==> src/common/msdft_pkg.sv <==
`default_nettype none

package msdft_pkg;

    // window length, one bin of a DFT_LEN point transform
    localparam int DFT_LEN = 16;
    localparam int PHASE_W = $clog2(DFT_LEN);
    localparam int FILL_W = PHASE_W + 1; // counts 0..DFT_LEN

    // input samples, Q1.7
    localparam int DIN_W = 8;
    localparam int DIN_POINT = 7;

    // comb difference grows by one bit
    localparam int COMB_W = DIN_W + 1;

    // twiddle factors, Q2.14
    localparam int TW_W = 16;
    localparam int TW_POINT = 14;

    // full complex product, exact
    localparam int MULT_W = COMB_W + TW_W + 1;
    localparam int MULT_POINT = DIN_POINT + TW_POINT;

    // sum of DFT_LEN products
    localparam int ACC_W = MULT_W + PHASE_W;

    // output format
    localparam int DOUT_W = 32;
    localparam int DOUT_POINT = 16;

    // fraction bits dropped by the rescale
    localparam int SHIFT = MULT_POINT - DOUT_POINT;

endpackage

`default_nettype wire

==> src/common/cplx_if.sv <==
`timescale 1ns/10ps
`default_nettype none

// one complex sample plus its phase index, valid for a single cycle
interface cplx_if import msdft_pkg::*; #(
    parameter int W = 8
);

    logic valid;
    logic signed [W-1:0] re;
    logic signed [W-1:0] im;
    logic [PHASE_W-1:0] phase;

    modport src (
        output valid, re, im, phase
    );

    modport dst (
        input valid, re, im, phase
    );

endinterface

`default_nettype wire

==> src/hdl/msdft_top.sv <==
`timescale 1ns/10ps
`default_nettype none

module msdft_top import msdft_pkg::*; (
    input  wire logic clk,
    input  wire logic rst,

    input  wire logic signed [DIN_W-1:0] din_re,
    input  wire logic signed [DIN_W-1:0] din_im,
    input  wire logic din_valid,

    // twiddle table write port
    input  wire logic table_we,
    input  wire logic [PHASE_W-1:0] table_addr,
    input  wire logic [TW_W-1:0] table_re,
    input  wire logic [TW_W-1:0] table_im,

    output logic signed [DOUT_W-1:0] dout_re,
    output logic signed [DOUT_W-1:0] dout_im,
    output logic dout_valid
);

    cplx_if #(.W(COMB_W)) comb_if ();
    cplx_if #(.W(MULT_W)) prod_if ();

    msdft_comb comb0 (
        .clk       (clk),
        .rst       (rst),
        .din_re    (din_re),
        .din_im    (din_im),
        .din_valid (din_valid),
        .comb      (comb_if.src)
    );

    msdft_rotate rotate0 (
        .clk        (clk),
        .rst        (rst),
        .comb       (comb_if.dst),
        .prod       (prod_if.src),
        .table_we   (table_we),
        .table_addr (table_addr),
        .table_re   (table_re),
        .table_im   (table_im)
    );

    msdft_integrate integ0 (
        .clk        (clk),
        .rst        (rst),
        .prod       (prod_if.dst),
        .dout_re    (dout_re),
        .dout_im    (dout_im),
        .dout_valid (dout_valid)
    );

endmodule

`default_nettype wire

==> src/msdft/msdft_comb.sv <==
`timescale 1ns/10ps
`default_nettype none

module msdft_comb import msdft_pkg::*; (
    input  wire logic clk,
    input  wire logic rst,
    input  wire logic signed [DIN_W-1:0] din_re,
    input  wire logic signed [DIN_W-1:0] din_im,
    input  wire logic din_valid,
    cplx_if.src comb
);

    // window of past samples, addressed by the phase
    logic signed [DIN_W-1:0] mem_re [DFT_LEN];
    logic signed [DIN_W-1:0] mem_im [DFT_LEN];

    logic [PHASE_W-1:0] phase;
    logic [FILL_W-1:0] fill_cnt;
    logic filled;
    logic signed [DIN_W-1:0] old_re;
    logic signed [DIN_W-1:0] old_im;

    assign filled = (fill_cnt == FILL_W'(DFT_LEN));

    // sample from DFT_LEN strobes back, zero while the window is still filling
    assign old_re = filled ? mem_re[phase] : '0;
    assign old_im = filled ? mem_im[phase] : '0;

    always_ff @(posedge clk) begin
        if (din_valid) begin
            mem_re[phase] <= din_re; // old entry already read above
            mem_im[phase] <= din_im;
        end
    end

    always_ff @(posedge clk) begin
        if (rst) begin
            phase <= '0;
            fill_cnt <= '0;
        end else if (din_valid) begin
            phase <= phase + 1'b1; // DFT_LEN is a power of two, wraps by itself
            if (!filled)
                fill_cnt <= fill_cnt + 1'b1;
        end
    end

    always_ff @(posedge clk) begin
        if (rst)
            comb.valid <= 1'b0;
        else
            comb.valid <= din_valid;
    end

    always_ff @(posedge clk) begin
        if (din_valid) begin
            comb.re <= din_re - old_re;
            comb.im <= din_im - old_im;
            comb.phase <= phase;
        end
    end

endmodule

`default_nettype wire

==> src/msdft/msdft_integrate.sv <==
`timescale 1ns/10ps
`default_nettype none

module msdft_integrate import msdft_pkg::*; (
    input  wire logic clk,
    input  wire logic rst,
    cplx_if.dst prod,
    output logic signed [DOUT_W-1:0] dout_re,
    output logic signed [DOUT_W-1:0] dout_im,
    output logic dout_valid
);

    logic signed [ACC_W-1:0] acc_re;
    logic signed [ACC_W-1:0] acc_im;
    logic acc_valid;

    // running window sum, the comb already removed the oldest term
    always_ff @(posedge clk) begin
        if (rst) begin
            acc_re <= '0;
            acc_im <= '0;
            acc_valid <= 1'b0;
        end else begin
            acc_valid <= prod.valid;
            if (prod.valid) begin
                acc_re <= acc_re + prod.re;
                acc_im <= acc_im + prod.im;
            end
        end
    end

    always_ff @(posedge clk) begin
        if (rst)
            dout_valid <= 1'b0;
        else
            dout_valid <= acc_valid;
    end

    // arithmetic shift floors toward minus infinity, result always fits
    always_ff @(posedge clk) begin
        if (acc_valid) begin
            dout_re <= acc_re >>> SHIFT;
            dout_im <= acc_im >>> SHIFT;
        end
    end

endmodule

`default_nettype wire

==> src/msdft/msdft_rotate.sv <==
`timescale 1ns/10ps
`default_nettype none

module msdft_rotate import msdft_pkg::*; (
    input  wire logic clk,
    input  wire logic rst,
    cplx_if.dst comb,
    cplx_if.src prod,
    input  wire logic table_we,
    input  wire logic [PHASE_W-1:0] table_addr,
    input  wire logic [TW_W-1:0] table_re,
    input  wire logic [TW_W-1:0] table_im
);

    logic signed [TW_W-1:0] tw_re;
    logic signed [TW_W-1:0] tw_im;

    // comb values waiting for the twiddle read
    logic signed [COMB_W-1:0] c_re;
    logic signed [COMB_W-1:0] c_im;
    logic [PHASE_W-1:0] c_phase;
    logic c_valid;

    twiddle_table table0 (
        .clk   (clk),
        .we    (table_we),
        .waddr (table_addr),
        .wre   (table_re),
        .wim   (table_im),
        .raddr (comb.phase),
        .rre   (tw_re),
        .rim   (tw_im)
    );

    always_ff @(posedge clk) begin
        if (rst) begin
            c_valid <= 1'b0;
            prod.valid <= 1'b0;
        end else begin
            c_valid <= comb.valid;
            prod.valid <= c_valid;
        end
    end

    always_ff @(posedge clk) begin
        c_re <= comb.re;
        c_im <= comb.im;
        c_phase <= comb.phase;
    end

    // (a+jb)(c+jd), operands widen to MULT_W so the result is exact
    always_ff @(posedge clk) begin
        if (c_valid) begin
            prod.re <= c_re * tw_re - c_im * tw_im;
            prod.im <= c_re * tw_im + c_im * tw_re;
            prod.phase <= c_phase;
        end
    end

endmodule

`default_nettype wire

==> src/msdft/twiddle_table.sv <==
`timescale 1ns/10ps
`default_nettype none

module twiddle_table import msdft_pkg::*; (
    input  wire logic clk,
    input  wire logic we,
    input  wire logic [PHASE_W-1:0] waddr,
    input  wire logic [TW_W-1:0] wre,
    input  wire logic [TW_W-1:0] wim,
    input  wire logic [PHASE_W-1:0] raddr,
    output logic signed [TW_W-1:0] rre,
    output logic signed [TW_W-1:0] rim
);

    logic [TW_W-1:0] mem_re [DFT_LEN];
    logic [TW_W-1:0] mem_im [DFT_LEN];

    always_ff @(posedge clk) begin
        if (we) begin
            mem_re[waddr] <= wre;
            mem_im[waddr] <= wim;
        end
    end

    // registered read, this is the first rotate cycle
    always_ff @(posedge clk) begin
        rre <= mem_re[raddr];
        rim <= mem_im[raddr];
    end

endmodule

`default_nettype wire

==> config.mk <==
export PLATFORM = sky130hd
export DESIGN_NAME = msdft_top
export DESIGN_NICKNAME = d
export VERILOG_FILES = /design/src/common/msdft_pkg.sv /design/src/common/cplx_if.sv /design/src/hdl/msdft_top.sv /design/src/msdft/msdft_comb.sv /design/src/msdft/msdft_integrate.sv /design/src/msdft/msdft_rotate.sv /design/src/msdft/twiddle_table.sv
export SDC_FILE = /design/constraint.sdc
export NUM_CORES = 2
export LEC_CHECK = 0
export ABC_AREA = 1
export BUFFER_PORTS_ARGS = -buffer_cell sky130_fd_sc_hd__clkbuf_2
export CAP_MARGIN = 15
export CORE_UTILIZATION = 25
export CTS_CLUSTER_DIAMETER = 30
export DETAILED_ROUTE_END_ITERATION = 10
export SLEW_MARGIN = 0
export SYNTH_ARGS = -nofsm -noshare
export SYNTH_HDL_FRONTEND = slang
export SYNTH_HIERARCHICAL = 1
export SYNTH_SLANG_ARGS = --single-unit
==> constraint.sdc <==
create_clock -name clk -period 16.1 [get_ports clk]
set_clock_uncertainty 0.15 [all_clocks]
set_input_delay 0.805 -clock clk [delete_from_list [all_inputs] [get_ports clk]]
set_output_delay 0.805 -clock clk [all_outputs]
set_load 0.05 [all_outputs]
Word level (Yosys, flattened, before mapping)
Memory sizes are Yosys's and may differ from the RTL's. A register that Yosys moved wholly into a read port is not among the register bits. Cells that the tools add are included.

Add/sub/neg operators: 8. Multipliers: 4. Equality and inequality tests: 1. Muxes and demuxes: 10. Bitwise gates (word level): 1. Reductions and logical operators: 1.

Operators by type and width (count): 9-bit by 16-bit multiplier with 25-bit output (4); 30-bit by 26-bit adder with 30-bit output (2); 26-bit adder (1); 26-bit subtractor (1); 8-bit by 8-bit subtractor with 9-bit output (2); 4-bit two-way mux (4); 8-bit two-way mux (2); 5-bit by 1-bit adder with 5-bit output, second input constant (1); 5-bit equality test, second input constant (1); 4-bit by 1-bit adder with 4-bit output, second input constant (1); 1-bit two-way mux (4); 2-bit AND reduction (1); 1-bit inverter (1).

Register bits after elaboration: 216. Bits in writable memories: 768. Bits of input ports: 56. Logic and storage cells: 47. Memories kept: 4.

Memories: rotate0.table0.mem_im (depth 16, bits a word 16, read ports 1, clocked after Yosys merged registers in 1, wr ports 1, RTL line twiddle_table.sv:16) `logic [TW_W-1:0] mem_im [DFT_LEN];`; rotate0.table0.mem_re (depth 16, bits a word 16, read ports 1, clocked after Yosys merged registers in 1, wr ports 1, RTL line twiddle_table.sv:15) `logic [TW_W-1:0] mem_re [DFT_LEN];`; comb0.mem_im (depth 16, bits a word 8, read ports 1, clocked after Yosys merged registers in 1, wr ports 1, RTL line msdft_comb.sv:15) `logic signed [DIN_W-1:0] mem_im [DFT_LEN];`; comb0.mem_re (depth 16, bits a word 8, read ports 1, clocked after Yosys merged registers in 1, wr ports 1, RTL line msdft_comb.sv:14) `logic signed [DIN_W-1:0] mem_re [DFT_LEN];`.

Longest topological paths before layout
Depth in word-level cells: 3. Mapped depth: 29.

Modules after synthesis
Netlist, hierarchy kept.

By module, submodules not included: msdft_rotate (instances 1, cells each 2829, area each 24175.7 sq um, sequential area each 2162.1 sq um); twiddle_table (instances 1, cells each 2122, area each 22739.3 sq um, sequential area each 16015.4 sq um); msdft_comb (instances 1, cells each 1111, area each 12341.8 sq um, sequential area each 8628.3 sq um); msdft_integrate (instances 1, cells each 1268, area each 8217.9 sq um, sequential area each 2742.6 sq um).

Least setup slack after synthesis
OpenSTA, ideal clock, no wires.

Path kind: register -> register. Start: register rotate0.table0.rre[4], read port of rotate0.table0.mem_re. End: register rotate0.prod.re[13] (data pin). Library setup time: 0.261 ns. Arrival time: 5.446 ns. Slack: 10.243 ns. Cell stages (with the launch flop): 20. Buffers on the path: 2. Period minus slack after synthesis: 5.857 ns. Cell sequence: dfxtp_1 > clkbuf_1 > clkbuf_1 > nand2_1 > fa_1 > fa_1 > inv_1 > fa_1 > fa_1 > fa_1 > fa_1 > fa_1 > ha_1 > a21oi_1 > nor2_1 > nor2_1 > nand3_1 > nand2_1 > nand2_1 > xor2_1.

Longest elaborated chain between the ends: 2.

Ends and longest elaborated chain: start: declaration (RTL line twiddle_table.sv:11) `output logic signed [TW_W-1:0] rre,`; 9-bit by 16-bit multiplier with 25-bit output (RTL line msdft_rotate.sv:54) `prod.re <= c_re * tw_re - c_im * tw_im;`; 26-bit subtractor (RTL line msdft_rotate.sv:54); end signal: assignment (RTL line msdft_rotate.sv:54); end: declaration (RTL line cplx_if.sv:15) `output valid, re, im, phase`.

Every way passes these cells. A chain may end at the register's enable or synchronous reset.

Final worst setup path
Start: register rotate0.c_re[8]. End: register rotate0.prod.re[19] (data pin).

Longest elaborated chain between the ends: 2.

Ends and longest elaborated chain: start: declaration (RTL line msdft_rotate.sv:19) `logic signed [COMB_W-1:0] c_re;`; start signal: assignment (RTL line msdft_rotate.sv:46) `c_re <= comb.re;`; 9-bit by 16-bit multiplier with 25-bit output (RTL line msdft_rotate.sv:54); 26-bit subtractor (RTL line msdft_rotate.sv:54).

Every way passes these cells.

==> summary.md <==
| Metric | Value |
|---|---|
| Clock tree sinks | `slightly above 1,000` |
| CP dominant cell by count | `fa_1` |
| Startpoint Class | `flip-flop` |
| Worst Min Path Start | `table_re[3]` |
| Largest net degree at the start of global routing | `between 150 and 200` |
| Worst Path Class, Setup | `reg2reg` |
| Cell Chain, Critical Path | `inv_1, buf_4, or2_2, fa_1, inv_1, fa_1, inv_1, fa_1, inv_1, fa_1, fa_1, fa_1, ha_1, ha_1, nand2_1, nand2_1, nand3_1, nand3_1, a21oi_1, nand3_1, xor2_1` |
| Total track usage | `12.7%` |
| Synthesized area | `67,300 µm²` |
| Initial DRC count | `around 3,500` |
| Initial core utilization | `25.1%` |
| Clock Path Buffers | `3` |
| CP Launch Point | `rotate0/c_re[8]` |
| Share of layout cells above drive strength 1 | `8.73%` |
| Yosys Warn Count | `6` |
| Status | `completed` |
| Worst Hold Class | `in2reg` |
| Setup Buffers After CTS | `0` |
| CP Data Required Time | `approximately 16 ns` |
| DR vias/cell | `4.19` |
| RSZ-0062 raised after global routing | `no` |
| Hold-fix buffers at CTS | `0` |
| Die Span Y | `521 µm` |
| FILL cells | `27,800` |
| Number of global-route vias before repair | `47,100` |
| Dpl hpwl | `between 100 and 150 mm` |
| Die Wd | `521 µm` |
| Mapped Cells | `approximately 7,300` |
| First-pass GRT wire length | `270 mm` |
| CTS H-tree depth | `4` |
| Crit path depth | `21` |
| Crit path max-delay family | `adder cells` |
| Worst Path Max Fanout | `30` |
| Wire per inst | `~15 µm` |
| Ratio of final minimum period to clock period | `40.6%` |
| CTS tree | `yes` |
| Fin crit period | `6.53 ns` |
| Final hold vios | `0` |
| Cell Rows | `between 150 and 200` |
| Clk pin slew, worst setup/hold paths | `0.05 ns` |
| Total gr overflow | `0` |
| Hold endpoint | `rotate0/table0/mem_re[9][3]` |
| Vias | `46,900` |
| CTS buffer count | `~210` |
| R2R Path End | `rotate0/prod.re[19]` |
| WL final | `between 150 and 200 mm` |
| Die Area | `271,000 µm²` |
| FF-to-FF Start | `rotate0/c_re[8]` |
| CP max-delay cell | `dfxtp_1` |
| R2r worst-path depth | `21` |
| TNS Setup | `0 ns` |
| I/O pin cnt | `121` |
| Net Count, Synth | `between 8,000 and 9,000` |
| Core region area | `268,000 µm²` |
| FF-to-FF setup slack | `9.57 ns` |
| Rel. slew slack | `a little under a fifth` |
| CTS root buf | `clkbuf_16` |
| Critical Path AT | `between 6 and 7 ns` |
| Antenna violations before repair | `21` |
| Port-buffer cells | `120` |
| Crit path buffers/inverters | `5` |
| # nets final | `8,359` |
| Max cap viols | `0` |
| Worst Hold Depth | `1` |
| Max-slew violations | `0` |
| Post-cts resize count | `0` |
| Least-Margin Pin Slew | `1.22 ns` |
| Area grow syn2layout | `17.7%` |
| Mapped Avg Cell Area | `9.19 µm²` |
| Later-pin clock latency in the skew report | `0.87 ns` |
| Pre-Repair DR Iteration Count | `6` |
| Biggest cell delay along the critical path | `about 0.64 ns` |
| Routability cong. | `0.874` |
| Post-route antenna net violation count | `0` |
| Fmax | `0.153 GHz` |
| Drt drc | `0` |
| Setup violators final | `0` |
| Crit. End Element | `flip-flop` |
==> worst max-delay path by stage <==
stage	endpoint
6_report	rotate0/prod.re[19]
5_1_grt	rotate0/prod.re[25]
4_1_cts	rotate0/prod.re[24]
3_5_place_dp	rotate0/prod.im[21]
3_3_place_gp	rotate0/prod.im[25]
2_1_floorplan	rotate0/prod.re[13]
==> per-stage QoR <==
| step | std cells | hold WS, ns | area [µm²] | utilization [%] | worst slack, ns |
|---|---|---|---|---|---|
| after detailed placement | 10800 | 0.179 | 71600 | 26.8 | 9.65 |
| after global routing | 11200 | 0.180 | 79200 | 29.6 | 9.18 |
| after CTS | 11200 | 0.124 | 79200 | 29.6 | 9.56 |
| after floorplan | 7322 | 0.173 | 67300 | - | 10.24 |
| after global placement | 10800 | 0.181 | 71600 | 26.8 | 9.68 |
| final | 11200 | 0.183 | 79200 | 29.6 | 9.57 |
==> per-layer routing <==
| metal | GRT usage (%) | routed length (µm) | share of wire (%) |
|---|---|---|---|
| met5 | 0 | 148 | 0.087 |
| met4 | 3.52 | 3390 | 2.0 |
| met3 | 2.43 | 10800 | 6.3 |
| met2 | 20.6 | 78600 | 46 |
| met1 | 17.2 | 77600 | 46 |
==> layout make-up <==
class / instances / area [µm²] / share of cell area (%)
multi-input combinational: 4436 / 30600 / 38.6
sequential: 1020 / 29400 / 37.1
inverter: 1555 / 5850 / 7.38
clock buffer: 245 / 5550 / 7.01
tap: 3552 / 4440 / 5.61
clock inverter: 153 / 2000 / 2.52
timing repair buffer: 222 / 1390 / 1.76
antenna: 5 / 12.5 / 0.0158
==> flip-flops by register name, summed over array words and instances, names as in the netlist, 9 cells and up, named ones only <==
| register | count |
|---|---|
| comb0/comb.im | 9 |
| comb0/comb.re | 9 |
| comb0/mem_im | 128 |
| comb0/mem_re | 128 |
| integ0/acc_im | 30 |
| integ0/acc_re | 30 |
| integ0/dout_im | 25 |
| integ0/dout_re | 25 |
| rotate0/c_im | 9 |
| rotate0/c_re | 9 |
| rotate0/prod.im | 26 |
| rotate0/prod.re | 26 |
| rotate0/table0/mem_im | 256 |
| rotate0/table0/mem_re | 256 |
| rotate0/table0/rim | 16 |
| rotate0/table0/rre | 16 |
==> layout by cell type (no fill, tap or decap), types with 11 or more instances in the layout <==
master	n
a21oi_1	109
o21ai_1	11
nor2_1	410
inv_1	1547
dfxtp_1	123
clkbuf_2	120
o21ai_0	128
bufinv_16	30
ha_1	278
nand4_1	20
fa_1	579
clkinv_16	14
buf_4	100
xor2_1	56
o21bai_1	12
clkinv_1	18
clkbuf_16	215
inv_6	15
clkinvlp_4	24
nand2_2	17
nor2_4	18
nand2_1	2049
edfxtp_1	892
clkbuf_1	24
clkinv_2	45
or2_2	15
nand3_1	638
xnor2_1	30
Power is not shown: default switching activity piles up to over one toggle a cycle in this logic, so the estimate is an artifact.
